<file path="src/hdl/neuron_pool_pkg.sv">
package neuron_pool_pkg;

    ////////////////////
    // pool geometry
    ////////////////////
    localparam int NUM_NEURON = 16;
    localparam int IDX_W = 4;
    // four phases per neuron slot
    localparam int PHASE_W = 2;
    localparam int POOL_CYCLES = NUM_NEURON << PHASE_W;

    ////////////////////
    // fixed point, 1.0 = 0x10000
    ////////////////////
    localparam int FX_W = 18;
    localparam int FX_FRAC = 16;
    // wide accumulator, holds a full FX x FX product
    localparam int ACC_W = 2 * FX_W;
    localparam logic signed [FX_W-1:0] FX_MAX = 18'sh1_FFFF;
    localparam logic signed [FX_W-1:0] FX_MIN = 18'sh2_0000;

    ////////////////////
    // izhikevich constants, 100 mV units
    ////////////////////
    // a = 1/8
    localparam int A_SHIFT = 3;
    // b = 1/4
    localparam int B_SHIFT = 2;
    // integration step dt = 1/4
    localparam int TAU_SHIFT = 2;
    // -0.65
    localparam logic signed [FX_W-1:0] C_RESET = 18'sh3_599A;
    // 0.08
    localparam logic signed [FX_W-1:0] D_STEP = 18'sh0_147A;
    // spike threshold, +0.30
    localparam logic signed [FX_W-1:0] V_PEAK = 18'sh0_4CCC;
    // constant term 140 mV -> 1.40
    localparam logic signed [FX_W-1:0] K_BIAS = 18'sh1_6666;
    // v*v sits at 2^32, take it to 2^16 and times 4 (0.04 in mV units)
    localparam int VV_SHIFT = FX_FRAC - 2;

    ////////////////////
    // noise source
    ////////////////////
    localparam int NOISE_W = 5;
    localparam int LFSR_W = 32;
    // x^32 + x^22 + x^2 + x + 1, right shifting galois form
    localparam logic [LFSR_W-1:0] LFSR_TAPS = 32'h8020_0003;
    localparam logic [LFSR_W-1:0] LFSR_SEED = 32'h0000_0001;

    ////////////////////
    // spike output
    ////////////////////
    localparam int SPK_ID_W = 16;
    // index field of the id, upper bits padded with zero
    localparam int SPK_IDX_W = 7;
    localparam int SPK_LOW_W = SPK_ID_W - SPK_IDX_W - 2;
    localparam int QUEUE_DEPTH = 8;
    localparam int QPTR_W = $clog2(QUEUE_DEPTH);
    localparam int CREDIT_INIT = 4;
    localparam int CREDIT_W = $clog2(CREDIT_INIT + 1);

    // one spike from the core
    typedef struct packed {
        logic [IDX_W-1:0] index;
        logic             valid;
    } spike_event_t;

endpackage

</file>
<file path="src/hdl/pool_phase_if.sv">
`timescale 1ns/1ps

interface pool_phase_if import neuron_pool_pkg::*; ();

    // slot currently owned by the shared core
    logic [IDX_W-1:0] neuron_index;
    // phase 0, index has moved on
    logic advance;
    // phase 1, state read and current load
    logic read_strobe;
    // phase 2, update arithmetic
    logic compute_strobe;
    // phase 3, write back and spike decision
    logic write_strobe;

    modport seq (
        output neuron_index, advance, read_strobe, compute_strobe, write_strobe
    );

    modport user (
        input neuron_index, advance, read_strobe, compute_strobe, write_strobe
    );

endinterface

</file>
<file path="src/hdl/pool_sequencer.sv">
`timescale 1ns/1ps

module pool_sequencer import neuron_pool_pkg::*; (
    input  logic      i_neuron_clk,
    input  logic      i_reset_sim,
    pool_phase_if.seq phase
);

    // {index, phase} in one counter
    logic [IDX_W+PHASE_W-1:0] pool_count;
    logic [PHASE_W-1:0]       phase_sel;

    ////////////////////
    // neuron counter
    ////////////////////
    always_ff @(posedge i_neuron_clk or posedge i_reset_sim) begin
        if (i_reset_sim) begin
            pool_count <= '0;
        end else if (pool_count == (IDX_W+PHASE_W)'(POOL_CYCLES - 1)) begin
            // last phase of last neuron, back to slot 0
            pool_count <= '0;
        end else begin
            pool_count <= pool_count + 1'b1;
        end
    end

    // low bits select the phase
    assign phase_sel = pool_count[PHASE_W-1:0];
    assign phase.neuron_index = pool_count[IDX_W+PHASE_W-1:PHASE_W];

    ////////////////////
    // one-hot strobes
    ////////////////////
    assign phase.advance = (phase_sel == 2'd0);
    assign phase.read_strobe = (phase_sel == 2'd1);
    assign phase.compute_strobe = (phase_sel == 2'd2);
    assign phase.write_strobe = (phase_sel == 2'd3);

endmodule

</file>
<file path="src/hdl/input_current.sv">
`timescale 1ns/1ps

module input_current import neuron_pool_pkg::*; (
    input  logic                   i_neuron_clk,
    input  logic                   i_reset_sim,
    input  logic signed [FX_W-1:0] i_rate,
    input  logic signed [FX_W-1:0] i_coef,
    input  logic signed [FX_W-1:0] i_gain,
    input  logic                   i_noise_en,
    pool_phase_if.user             phase,
    output logic signed [FX_W-1:0] o_current
);

    logic [LFSR_W-1:0]        lfsr;
    logic signed [ACC_W-1:0]  rate_prod;
    logic signed [FX_W-1:0]   rate_scaled;
    logic signed [FX_W-1:0]   noise_term;
    logic signed [FX_W-1:0]   drive_sum;
    logic signed [ACC_W-1:0]  drive_prod;
    logic signed [FX_W-1:0]   drive_next;

    ////////////////////
    // free running noise
    ////////////////////
    always_ff @(posedge i_neuron_clk or posedge i_reset_sim) begin
        if (i_reset_sim) begin
            lfsr <= LFSR_SEED;
        end else if (lfsr[0]) begin
            lfsr <= (lfsr >> 1) ^ LFSR_TAPS;
        end else begin
            lfsr <= lfsr >> 1;
        end
    end

    ////////////////////
    // rate x coef + noise, then gain
    ////////////////////
    // product at 2^32, back to 2^16 with sign kept
    assign rate_prod = i_rate * i_coef;
    assign rate_scaled = {rate_prod[ACC_W-1], rate_prod[FX_FRAC+FX_W-2:FX_FRAC]};

    // small positive jitter, 0 to 31 lsb
    assign noise_term = i_noise_en ? {{(FX_W-NOISE_W){1'b0}}, lfsr[NOISE_W-1:0]} : '0;
    assign drive_sum = rate_scaled + noise_term;

    // gain is an integer multiplier, sign plus low bits kept
    assign drive_prod = drive_sum * i_gain;
    assign drive_next = {drive_prod[ACC_W-1], drive_prod[FX_W-2:0]};

    // one load per neuron slot
    always_ff @(posedge i_neuron_clk or posedge i_reset_sim) begin
        if (i_reset_sim) begin
            o_current <= '0;
        end else if (phase.read_strobe) begin
            o_current <= drive_next;
        end
    end

endmodule

</file>
<file path="src/hdl/izh_neuron_core.sv">
`timescale 1ns/1ps

module izh_neuron_core import neuron_pool_pkg::*; (
    input  logic                   i_neuron_clk,
    input  logic                   i_reset_sim,
    input  logic signed [FX_W-1:0] i_current,
    pool_phase_if.user             phase,
    output logic                   o_event_valid,
    output spike_event_t           o_event
);

    // per neuron state
    logic signed [FX_W-1:0] v_mem [NUM_NEURON];
    logic signed [FX_W-1:0] u_mem [NUM_NEURON];

    // init sweep after reset
    logic                   sweep_busy;
    logic [IDX_W-1:0]       sweep_index;

    logic [IDX_W-1:0]       slot_index;
    logic signed [FX_W-1:0] v_cur;
    logic signed [FX_W-1:0] u_cur;
    logic signed [FX_W-1:0] v_upd;
    logic signed [FX_W-1:0] u_upd;
    logic                   spike_pend;

    logic signed [ACC_W-1:0] v_ext;
    logic signed [ACC_W-1:0] u_ext;
    logic signed [ACC_W-1:0] vv;
    logic signed [ACC_W-1:0] dv_sum;
    logic signed [ACC_W-1:0] v_wide;
    logic signed [ACC_W-1:0] u_wide;
    logic                    fire;

    // clip a wide result back to the state width
    function automatic logic signed [FX_W-1:0] sat_fx(input logic signed [ACC_W-1:0] x);
        logic signed [FX_W-1:0] r;
        if (x > FX_MAX) begin
            r = FX_MAX;
        end else if (x < FX_MIN) begin
            r = FX_MIN;
        end else begin
            r = x[FX_W-1:0];
        end
        return r;
    endfunction

    ////////////////////
    // reset sweep
    ////////////////////
    // one neuron per cycle, yields to write phase
    always_ff @(posedge i_neuron_clk or posedge i_reset_sim) begin
        if (i_reset_sim) begin
            sweep_busy <= 1'b1;
            sweep_index <= '0;
        end else if (sweep_busy && !phase.write_strobe) begin
            if (sweep_index == IDX_W'(NUM_NEURON - 1)) begin
                sweep_busy <= 1'b0;
            end
            sweep_index <= sweep_index + 1'b1;
        end
    end

    ////////////////////
    // slot control
    ////////////////////
    always_ff @(posedge i_neuron_clk or posedge i_reset_sim) begin
        if (i_reset_sim) begin
            slot_index <= '0;
            spike_pend <= 1'b0;
        end else begin
            // latch slot when the counter moves on
            if (phase.advance) begin
                slot_index <= phase.neuron_index;
            end
            if (phase.compute_strobe) begin
                spike_pend <= fire;
            end
        end
    end

    // state memory, update write wins over the sweep
    always_ff @(posedge i_neuron_clk) begin
        if (phase.write_strobe) begin
            v_mem[slot_index] <= v_upd;
            u_mem[slot_index] <= u_upd;
        end else if (sweep_busy) begin
            v_mem[sweep_index] <= C_RESET;
            u_mem[sweep_index] <= '0;
        end
    end

    // read and compute registers
    always_ff @(posedge i_neuron_clk) begin
        if (phase.read_strobe) begin
            v_cur <= v_mem[slot_index];
            u_cur <= u_mem[slot_index];
        end
        if (phase.compute_strobe) begin
            // on spike v snaps back, u steps up by d
            v_upd <= fire ? C_RESET : sat_fx(v_wide);
            u_upd <= fire ? sat_fx(u_wide + ACC_W'(D_STEP)) : sat_fx(u_wide);
        end
    end

    ////////////////////
    // izhikevich update
    ////////////////////
    assign v_ext = ACC_W'(v_cur);
    assign u_ext = ACC_W'(u_cur);
    assign vv = v_cur * v_cur;

    // 4 v^2 + 5 v + 1.40 - u + I
    assign dv_sum = (vv >>> VV_SHIFT) + (v_ext <<< 2) + v_ext + ACC_W'(K_BIAS) - u_ext
                  + ACC_W'(i_current);
    assign v_wide = v_ext + (dv_sum >>> TAU_SHIFT);

    // a (b v - u)
    assign u_wide = u_ext + (((v_ext >>> B_SHIFT) - u_ext) >>> A_SHIFT);
    assign fire = (v_wide >= ACC_W'(V_PEAK));

    ////////////////////
    // spike event
    ////////////////////
    assign o_event_valid = phase.write_strobe && spike_pend;
    assign o_event.index = slot_index;
    assign o_event.valid = o_event_valid;

endmodule

</file>
<file path="src/hdl/spike_credit_tx.sv">
`timescale 1ns/1ps

module spike_credit_tx import neuron_pool_pkg::*; (
    input  logic                i_neuron_clk,
    input  logic                i_reset_sim,
    input  logic                i_event_valid,
    input  spike_event_t        i_event,
    input  logic                i_credit_return,
    output logic                o_spk_valid,
    output logic [SPK_ID_W-1:0] o_spk_id,
    output logic                o_overflow
);

    // queue of neuron indices
    logic [IDX_W-1:0]    q_mem [QUEUE_DEPTH];
    logic [QPTR_W-1:0]   wr_ptr;
    logic [QPTR_W-1:0]   rd_ptr;
    logic [QPTR_W:0]     q_count;
    logic [CREDIT_W-1:0] credits;

    logic push;
    logic push_ok;
    logic pop;

    assign push = i_event_valid && i_event.valid;
    // no backpressure upstream, a full queue drops
    assign push_ok = push && (q_count != (QPTR_W+1)'(QUEUE_DEPTH));
    // send only while a credit is held
    assign pop = (q_count != '0) && (credits != '0);

    always_ff @(posedge i_neuron_clk) begin
        if (push_ok) begin
            q_mem[wr_ptr] <= i_event.index;
        end
        if (pop) begin
            // {0, index, motoneuron flag, zeros}
            o_spk_id <= {1'b0, SPK_IDX_W'(q_mem[rd_ptr]), 1'b1, {SPK_LOW_W{1'b0}}};
        end
    end

    ////////////////////
    // pointers and credits
    ////////////////////
    always_ff @(posedge i_neuron_clk or posedge i_reset_sim) begin
        if (i_reset_sim) begin
            wr_ptr <= '0;
            rd_ptr <= '0;
            q_count <= '0;
            credits <= CREDIT_W'(CREDIT_INIT);
            o_spk_valid <= 1'b0;
            o_overflow <= 1'b0;
        end else begin
            o_spk_valid <= pop;
            // sticky until reset
            if (push && !push_ok) begin
                o_overflow <= 1'b1;
            end
            if (push_ok) begin
                wr_ptr <= wr_ptr + 1'b1;
            end
            if (pop) begin
                rd_ptr <= rd_ptr + 1'b1;
            end
            case ({push_ok, pop})
                2'b10: q_count <= q_count + 1'b1;
                2'b01: q_count <= q_count - 1'b1;
                default: q_count <= q_count;
            endcase
            // a return beyond the initial count is ignored
            if (pop && !i_credit_return) begin
                credits <= credits - 1'b1;
            end else if (!pop && i_credit_return
                         && (credits != CREDIT_W'(CREDIT_INIT))) begin
                credits <= credits + 1'b1;
            end
        end
    end

endmodule

</file>
<file path="src/hdl/neuron_pool_top.sv">
`timescale 1ns/1ps

module neuron_pool_top import neuron_pool_pkg::*; (
    input  logic                   i_neuron_clk,
    input  logic                   i_reset_sim,
    input  logic signed [FX_W-1:0] i_rate,
    input  logic signed [FX_W-1:0] i_coef,
    input  logic signed [FX_W-1:0] i_gain,
    input  logic                   i_noise_en,
    input  logic                   i_credit_return,
    output logic                   o_spk_valid,
    output logic [SPK_ID_W-1:0]    o_spk_id,
    output logic signed [FX_W-1:0] o_current,
    output logic                   o_overflow
);

    // core to transmitter
    logic         event_valid;
    spike_event_t spike_event;

    ////////////////////
    // phase fabric
    ////////////////////
    pool_phase_if phase_if ();

    pool_sequencer pool_sequencer_i (
        .i_neuron_clk (i_neuron_clk),
        .i_reset_sim  (i_reset_sim),
        .phase        (phase_if)
    );

    ////////////////////
    // drive current, shared by all neurons
    ////////////////////
    input_current input_current_i (
        .i_neuron_clk (i_neuron_clk),
        .i_reset_sim  (i_reset_sim),
        .i_rate       (i_rate),
        .i_coef       (i_coef),
        .i_gain       (i_gain),
        .i_noise_en   (i_noise_en),
        .phase        (phase_if),
        .o_current    (o_current)
    );

    izh_neuron_core izh_neuron_core_i (
        .i_neuron_clk  (i_neuron_clk),
        .i_reset_sim   (i_reset_sim),
        .i_current     (o_current),
        .phase         (phase_if),
        .o_event_valid (event_valid),
        .o_event       (spike_event)
    );

    ////////////////////
    // spike output
    ////////////////////
    spike_credit_tx spike_credit_tx_i (
        .i_neuron_clk    (i_neuron_clk),
        .i_reset_sim     (i_reset_sim),
        .i_event_valid   (event_valid),
        .i_event         (spike_event),
        .i_credit_return (i_credit_return),
        .o_spk_valid     (o_spk_valid),
        .o_spk_id        (o_spk_id),
        .o_overflow      (o_overflow)
    );

endmodule

</file>
<file path="config.mk">
export PLATFORM = sky130hd
export DESIGN_NAME = neuron_pool_top
export DESIGN_NICKNAME = d
export VERILOG_FILES = /design/src/hdl/neuron_pool_pkg.sv /design/src/hdl/pool_phase_if.sv /design/src/hdl/pool_sequencer.sv /design/src/hdl/input_current.sv /design/src/hdl/izh_neuron_core.sv /design/src/hdl/spike_credit_tx.sv /design/src/hdl/neuron_pool_top.sv
export SDC_FILE = /design/constraint.sdc
export NUM_CORES = 2
export LEC_CHECK = 0
export ABC_AREA = 1
export BUFFER_PORTS_ARGS = -buffer_cell sky130_fd_sc_hd__buf_2
export CORE_UTILIZATION = 55
export DETAILED_ROUTE_END_ITERATION = 8
export PLACE_DENSITY = 0.82
export SLEW_MARGIN = 20
export SYNTH_ARGS = -nofsm -noshare
export SYNTH_HDL_FRONTEND = slang
export SYNTH_SLANG_ARGS = --single-unit
</file>
<file path="constraint.sdc">
create_clock -name i_neuron_clk -period 30.7 [get_ports i_neuron_clk]
set_clock_uncertainty 0.1 [all_clocks]
set_input_delay 1.535 -clock i_neuron_clk [delete_from_list [all_inputs] [get_ports i_neuron_clk]]
set_output_delay 1.535 -clock i_neuron_clk [all_outputs]
set_load 0.05 [all_outputs]
</file>
* Word-level counts from Yosys, hierarchy flattened
Memories as Yosys holds them, arrays and structs flattened. A register that Yosys moved wholly into a read port is not among the register bits.
Cells that the tools add are included.
** Storage, ports and cells
- Register bits :: 117
- RAM bits :: 608
- Bits of input ports :: 58
- Output and inout port bits :: 36
- Word-level logic and storage cells :: 104
- Memories kept :: 3
** Memory list
- izh_neuron_core_i.u_mem :: depth 16, width 18, read ports 1, clocked after memory_dff 1, wr ports 1, line izh_neuron_core.sv:14 : logic signed [FX_W-1:0] u_mem [NUM_NEURON];
- izh_neuron_core_i.v_mem :: depth 16, width 18, read ports 1, clocked after memory_dff 1, wr ports 1, line izh_neuron_core.sv:13 : logic signed [FX_W-1:0] v_mem [NUM_NEURON];
- spike_credit_tx_i.q_mem :: depth 8, width 4, read ports 1, clocked after memory_dff 1, wr ports 1, line spike_credit_tx.sv:15 : logic [IDX_W-1:0] q_mem [QUEUE_DEPTH];
** Cells by class
- $add $sub $neg :: 18
- Multiply operators :: 3
- $lt $le $gt $ge :: 7
- Eq/ne operators :: 9
- Muxes and demuxes :: 26
- Bitwise gates (word level) :: 1
- Reductions and logical operators :: 21
** Operators with widths (count)
- $mux 18 :: 9
- $mul 18x18->36 :: 3
- $add 36x18->36 :: 1
- $add 36x18->36 const B :: 1
- $gt 36x18->1 const B :: 1
- $lt 36x18->1 const B :: 1
- $reduce_or 18->1 :: 2
- $sub 36x18->36 :: 1
- $add 18x34->35 :: 1
- $ge 35x16->1 const B :: 1
- $gt 35x18->1 const B :: 1
- $lt 35x18->1 const B :: 1
- $mux 32 :: 1
- $add 23x18->24 :: 1
- $add 22x20->23 :: 1
- $add 19x14->20 const B :: 1
- $add 18x16->19 :: 1
- $gt 19x18->1 const B :: 1
- $lt 19x18->1 const B :: 1
- $sub 16x18->19 :: 1
- $add 18x6->18 :: 1
- $add 3x1->3 const B :: 3
- $mux 1 :: 9
- $add 4x1->4 const B :: 2
- other kinds (23) :: 39

* Logic depth before layout (Yosys ltp)
- Word-level depth :: 10
- Gate-level depth with buffers :: 72
- Depth with buffers taken out :: 69

* Modules after synthesis
A second synthesis with hierarchy kept.
** Unflattened totals
- Cell total of the unflattened synthesis :: 7618
- Area total of the unflattened synthesis :: 72674.7 um2
** Modules (own cells, without submodules)
- izh_neuron_core :: times used 1, cells an instance 4165, area an instance 43739.4 um2, sequential area each 19710.2 um2
- input_current :: times used 1, cells an instance 3188, area an instance 26216.4 um2, sequential area each 1252.5 um2
- spike_credit_tx :: times used 1, cells an instance 228, area an instance 2383.5 um2, sequential area each 1457.6 um2
- pool_sequencer :: times used 1, cells an instance 37, area an instance 335.3 um2, sequential area each 150.1 um2

* Least setup slack after synthesis
Ideal clock, no wire load.
- Kind :: input to register
- From :: input i_rate[12]
- To :: register input_current_i.o_current[17]
- Library setup time :: 0.085 ns
- Data arrival time :: 12.625 ns
- Required time :: 30.515 ns
- Setup slack :: 17.890 ns
- Cell stages on the path :: 52
- Path buffers :: 2
- Cell sequence :: clkbuf_1 -> clkbuf_1 -> nand2_1 -> fa_1 -> inv_1 -> fa_1 -> inv_1 -> fa_1 -> inv_1 -> fa_1 -> inv_1 -> fa_1 -> inv_1 -> fa_1 -> ha_1 -> a21oi_1 -> o21bai_1 -> a21o_1 -> (+16 left out) -> inv_1 -> fa_1 -> inv_1 -> fa_1 -> inv_1 -> fa_1 -> fa_1 -> fa_1 -> fa_1 -> inv_1 -> ha_1 -> inv_1 -> nor4_1 -> inv_1 -> nor4_1 -> a21oi_1 -> xor2_1 -> o21ai_0
** Between the ends
- Longest elaborated chain between the ends :: 3
** RTL lines
- start: declaration :: line neuron_pool_top.sv:6 : input logic signed [FX_W-1:0] i_rate,
- $mul 18x18->36 :: line input_current.sv:39 : assign rate_prod = i_rate * i_coef;
- $add 18x6->18 :: line input_current.sv:44 : assign drive_sum = rate_scaled + noise_term;
- $mul 18x18->36 :: line input_current.sv:47 : assign drive_prod = drive_sum * i_gain;
- end signal: assignment :: line input_current.sv:55 : o_current <= drive_next;
- end: declaration :: line input_current.sv:11 : output logic signed [FX_W-1:0] o_current
Every way passes these cells.
A chain may end at the register's enable or synchronous reset.

* Worst setup path in the final report
- From :: register izh_neuron_core_i.v_cur[17] (read register of izh_neuron_core_i.v_mem)
- To :: register izh_neuron_core_i.u_upd[15], data pin
** Between the ends
- Longest elaborated chain between the ends :: 9
- Elaborated cells on any way between the ends :: 20
- Those cells by class :: add/sub (9); mul (1); order compare (5); mux (5)
** RTL lines
- start: declaration :: line izh_neuron_core.sv:21 : logic signed [FX_W-1:0] v_cur;
- $mul 18x18->36 :: line izh_neuron_core.sv:111 : assign vv = v_cur * v_cur;
- $add 22x20->23 :: line izh_neuron_core.sv:114 : assign dv_sum = (vv >>> VV_SHIFT) + (v_ext <<< 2) + v_ext + ACC_W'(K_BIAS) - u_ext
- $add 23x18->24 :: line izh_neuron_core.sv:114
- $add 36x18->36 :: line izh_neuron_core.sv:114
- $sub 36x18->36 :: line izh_neuron_core.sv:114
- $add 36x18->36 :: line izh_neuron_core.sv:115 : + ACC_W'(i_current);
- $add 18x34->35 :: line izh_neuron_core.sv:116 : assign v_wide = v_ext + (dv_sum >>> TAU_SHIFT);
- $ge 35x16->1 :: line izh_neuron_core.sv:120 : assign fire = (v_wide >= ACC_W'(V_PEAK));
- $mux 18 (*) :: line izh_neuron_core.sv:102 : u_upd <= fire ? sat_fx(u_wide + ACC_W'(D_STEP)) : sat_fx(u_wide);
- end signal: assignment :: line izh_neuron_core.sv:102
- end: declaration :: line izh_neuron_core.sv:24 : logic signed [FX_W-1:0] u_upd;
Every way passes the cells marked *; elsewhere a longest branch is shown, timed or not.

==> results.toml <==
[worst_setup_path]
ff2ff_setup_slack_ps = 16600
required_ps = 30980
startpoint_type = "flop"
cp_slowest_stage_delay_ps = 610
timing.rr.end = "izh_neuron_core_i.u_upd[15]"
r2r-start = "izh_neuron_core_i.v_cur[17]"
reg2regPathDepth = 55
worstPathArrival_ps = 14380
crit_path_frequent_cell = "nand2_1"
cp_max_fo = 44
end_kind = "flop"
cp_slowest_cell = "inv_1"
critPathKind = "flop to flop"

[routing]
vias_per_cell = 5.55
final_antenna_net_count = 0
first_pass_iters = 9
drcViolationCount = 6
wirelength_mm = 186
avgRoutedWirePerCell_um = 19.0
drt_iter0_drc = 4939
num_vias = 54300

[clock_tree]
h-tree-depth = 3
cts_buffer_depth = 3
clock_latency_ps = 670
clkSlewWorstSetupHoldPaths_ps = 80
ctsResizeCount = 0
cts_buffers = 78
postCtsHoldBufs = 0
cts-root-buf = "clkbuf_16"
tritoncts = "built"
post_cts_buffers = 0
clock_sinks = 765

[min_path]
hold_path_class = "flop to flop"
whs_endpoint = "input_current_i.lfsr[16]"
holdPathStages = 0
min-delay-start = "input_current_i.lfsr[17]"

[logic_synthesis]
yosysUniqueCellTypes = 62
synth_edf_count = 684
yosys_most_used_dff = "edfxtp_1"
syn_area_um2 = 74300
syn_inst = 8030
ys_seq_area_share_pct = 30.4
syn_area_per_cell_um2 = 9.26
yosysWarnings = 0
synth_seq_cells = 765
async_reset_ff_share_pct = 10.6

[global_routing]
track_usage_pct = 27.8
grt_start_max_net_pins = 113
grt_antenna_before_repair = 0
grt_pass1_vias = 56100
grt.overflow.total = 0
grt_pass1_wl_mm = 298

[timing]
fin_crit_sh_pct = 45.9
max_slew.worst_pin.slew_ps = 1120
fin_tns_setup_ps = 0
fmax_mhz = 70.9
setup_viol = 0
period_needed_ps = 14100
timing_hold_violations_final = 0
relSlewSlack_pct = 25.0
rsz0062_at_grt = "false"
slew_viol_final = 0

[placed_design]
place_congestion = 0.978
port-buffer-count = 81
post-dp-hpwl_mm = 137

[floorplanning]
fp.dieH_um = 370
floorplan.initialDensity_pct = 55.6
coreArea_um2 = 134000
die_area_um2 = 137000
rows = 134
pin_count = 94
die_w_um = 370

[finish]
layout.nets = 9460
final_common_cell = "inv_1"
final_cell_mix = "inv_1, nand2_1, fa_1"
drive_gt1_share_pct = 4.94
area.growth.synth_to_final_pct = 6.11

[job]
cap_violations = 0

[run_status]
status = "complete, but fails checks"
failed_checks = "DRC"
==> cells in the mapped netlist, drive strengths merged (78+ instances only) <==
master | n | area share (%)
inv | 1861 | 9.4
nand2 | 1617 | 8.3
fa | 1003 | 27
edfxtp | 684 | 28
nor2 | 633 | 3.3
ha | 440 | 7.4
o21ai | 281 | 1.9
clkbuf | 225 | 1.1
nand3 | 225 | 1.5
a21oi | 214 | 1.5
o221ai | 118 | 1.4
mux2i | 114 | 1.5
xor2 | 90 | 1.1
dfrtp | 78 | 2.6
==> final cells by class <==
type | count | area [um2]
clock inverter | 41 | 445
antenna | 1 | 2.50
tap | 1768 | 2210
fill | 10900 | 54900
inverter | 1869 | 7020
multi-input combinational | 5112 | 43700
sequential | 765 | 22600
timing repair buffer | 133 | 828
clock buffer | 100 | 2120
==> routing by layer <==
layer	global-route usage [%]	vias up	part of all wire [%]
li1	-	24800	-
met1	36.0	26800	39
met2	47.1	2306	49
met3	3.59	514	7.4
met4	11.6	0	4.6
met5	0	-	0
==> kinds of logic (layout without fill, tap and decap cells) <==
kind of cell	after synthesis	count (layout)	share of synthesized area, %
AOI/OAI and AO/OA	757	757	6.22
xor gates and xnor gates	161	161	1.90
and+or+nand+nor	2625	2625	14.4
muxes	114	114	1.54
other	2	13	0.0101
buffers and inverters	2163	2143	11.1
adders and majority gates	1443	1443	34.4
DFF	765	765	30.4
==> stage by stage <==
step	hold WS [ps]	cells	setup slack, ps	util [%]	area [um2]
6_report	232	9789	16600	59.0	78900
3_5_place_dp	236	9645	16690	57.0	76300
4_1_cts	231	9786	16890	58.9	78800
5_1_grt	239	9788	15690	58.9	78900
2_1_floorplan	231	8040	17890	-	74400
3_3_place_gp	234	9645	16870	57.0	76300
==> registers in the layout (all words and copies together), names as in the netlist <==
register / count
izh_neuron_core_i.slot_index: 4
input_current_i.o_current: 18
pool_sequencer_i.pool_count: 6
izh_neuron_core_i.sweep_index: 4
spike_credit_tx_i.q_mem: 32
spike_credit_tx_i.wr_ptr: 3
spike_credit_tx_i.o_spk_id: 4
spike_credit_tx_i.credits: 3
spike_credit_tx_i.q_count: 4
izh_neuron_core_i.u_upd: 18
izh_neuron_core_i.v_mem: 288
izh_neuron_core_i.v_upd: 18
spike_credit_tx_i.o_overflow: 1
izh_neuron_core_i.v_cur: 18
izh_neuron_core_i.sweep_busy: 1
izh_neuron_core_i.u_cur: 18
input_current_i.lfsr: 32
spike_credit_tx_i.o_spk_valid: 1
izh_neuron_core_i.spike_pend: 1
spike_credit_tx_i.rd_ptr: 3
izh_neuron_core_i.u_mem: 288
==> worst max-delay path by stage <==
stage | start | endpoint
global placement | i_coef[3] | input_current_i.o_current[17]
detailed placement | i_rate[12] | input_current_i.o_current[17]
CTS | izh_neuron_core_i.v_cur[10] | izh_neuron_core_i.v_upd[1]
finish | izh_neuron_core_i.v_cur[17] | izh_neuron_core_i.u_upd[15]
global route | izh_neuron_core_i.v_cur[17] | izh_neuron_core_i.u_upd[15]
floorplan | i_rate[12] | input_current_i.o_current[17]
==> critical path, delay by kind of cell (launching register included) <==
family	cells	cell delay (ps)
AO/OA/AOI/OAI	7	1900
adder cells (fa/ha/maj)	13	5610
flip-flops	1	330
XOR/XNOR	3	580
AND/OR/NAND/NOR	23	3590
buffers and inverters	9	1630
Power is not shown: default switching activity piles up to over one toggle a cycle in this logic, so the estimate is an artifact.
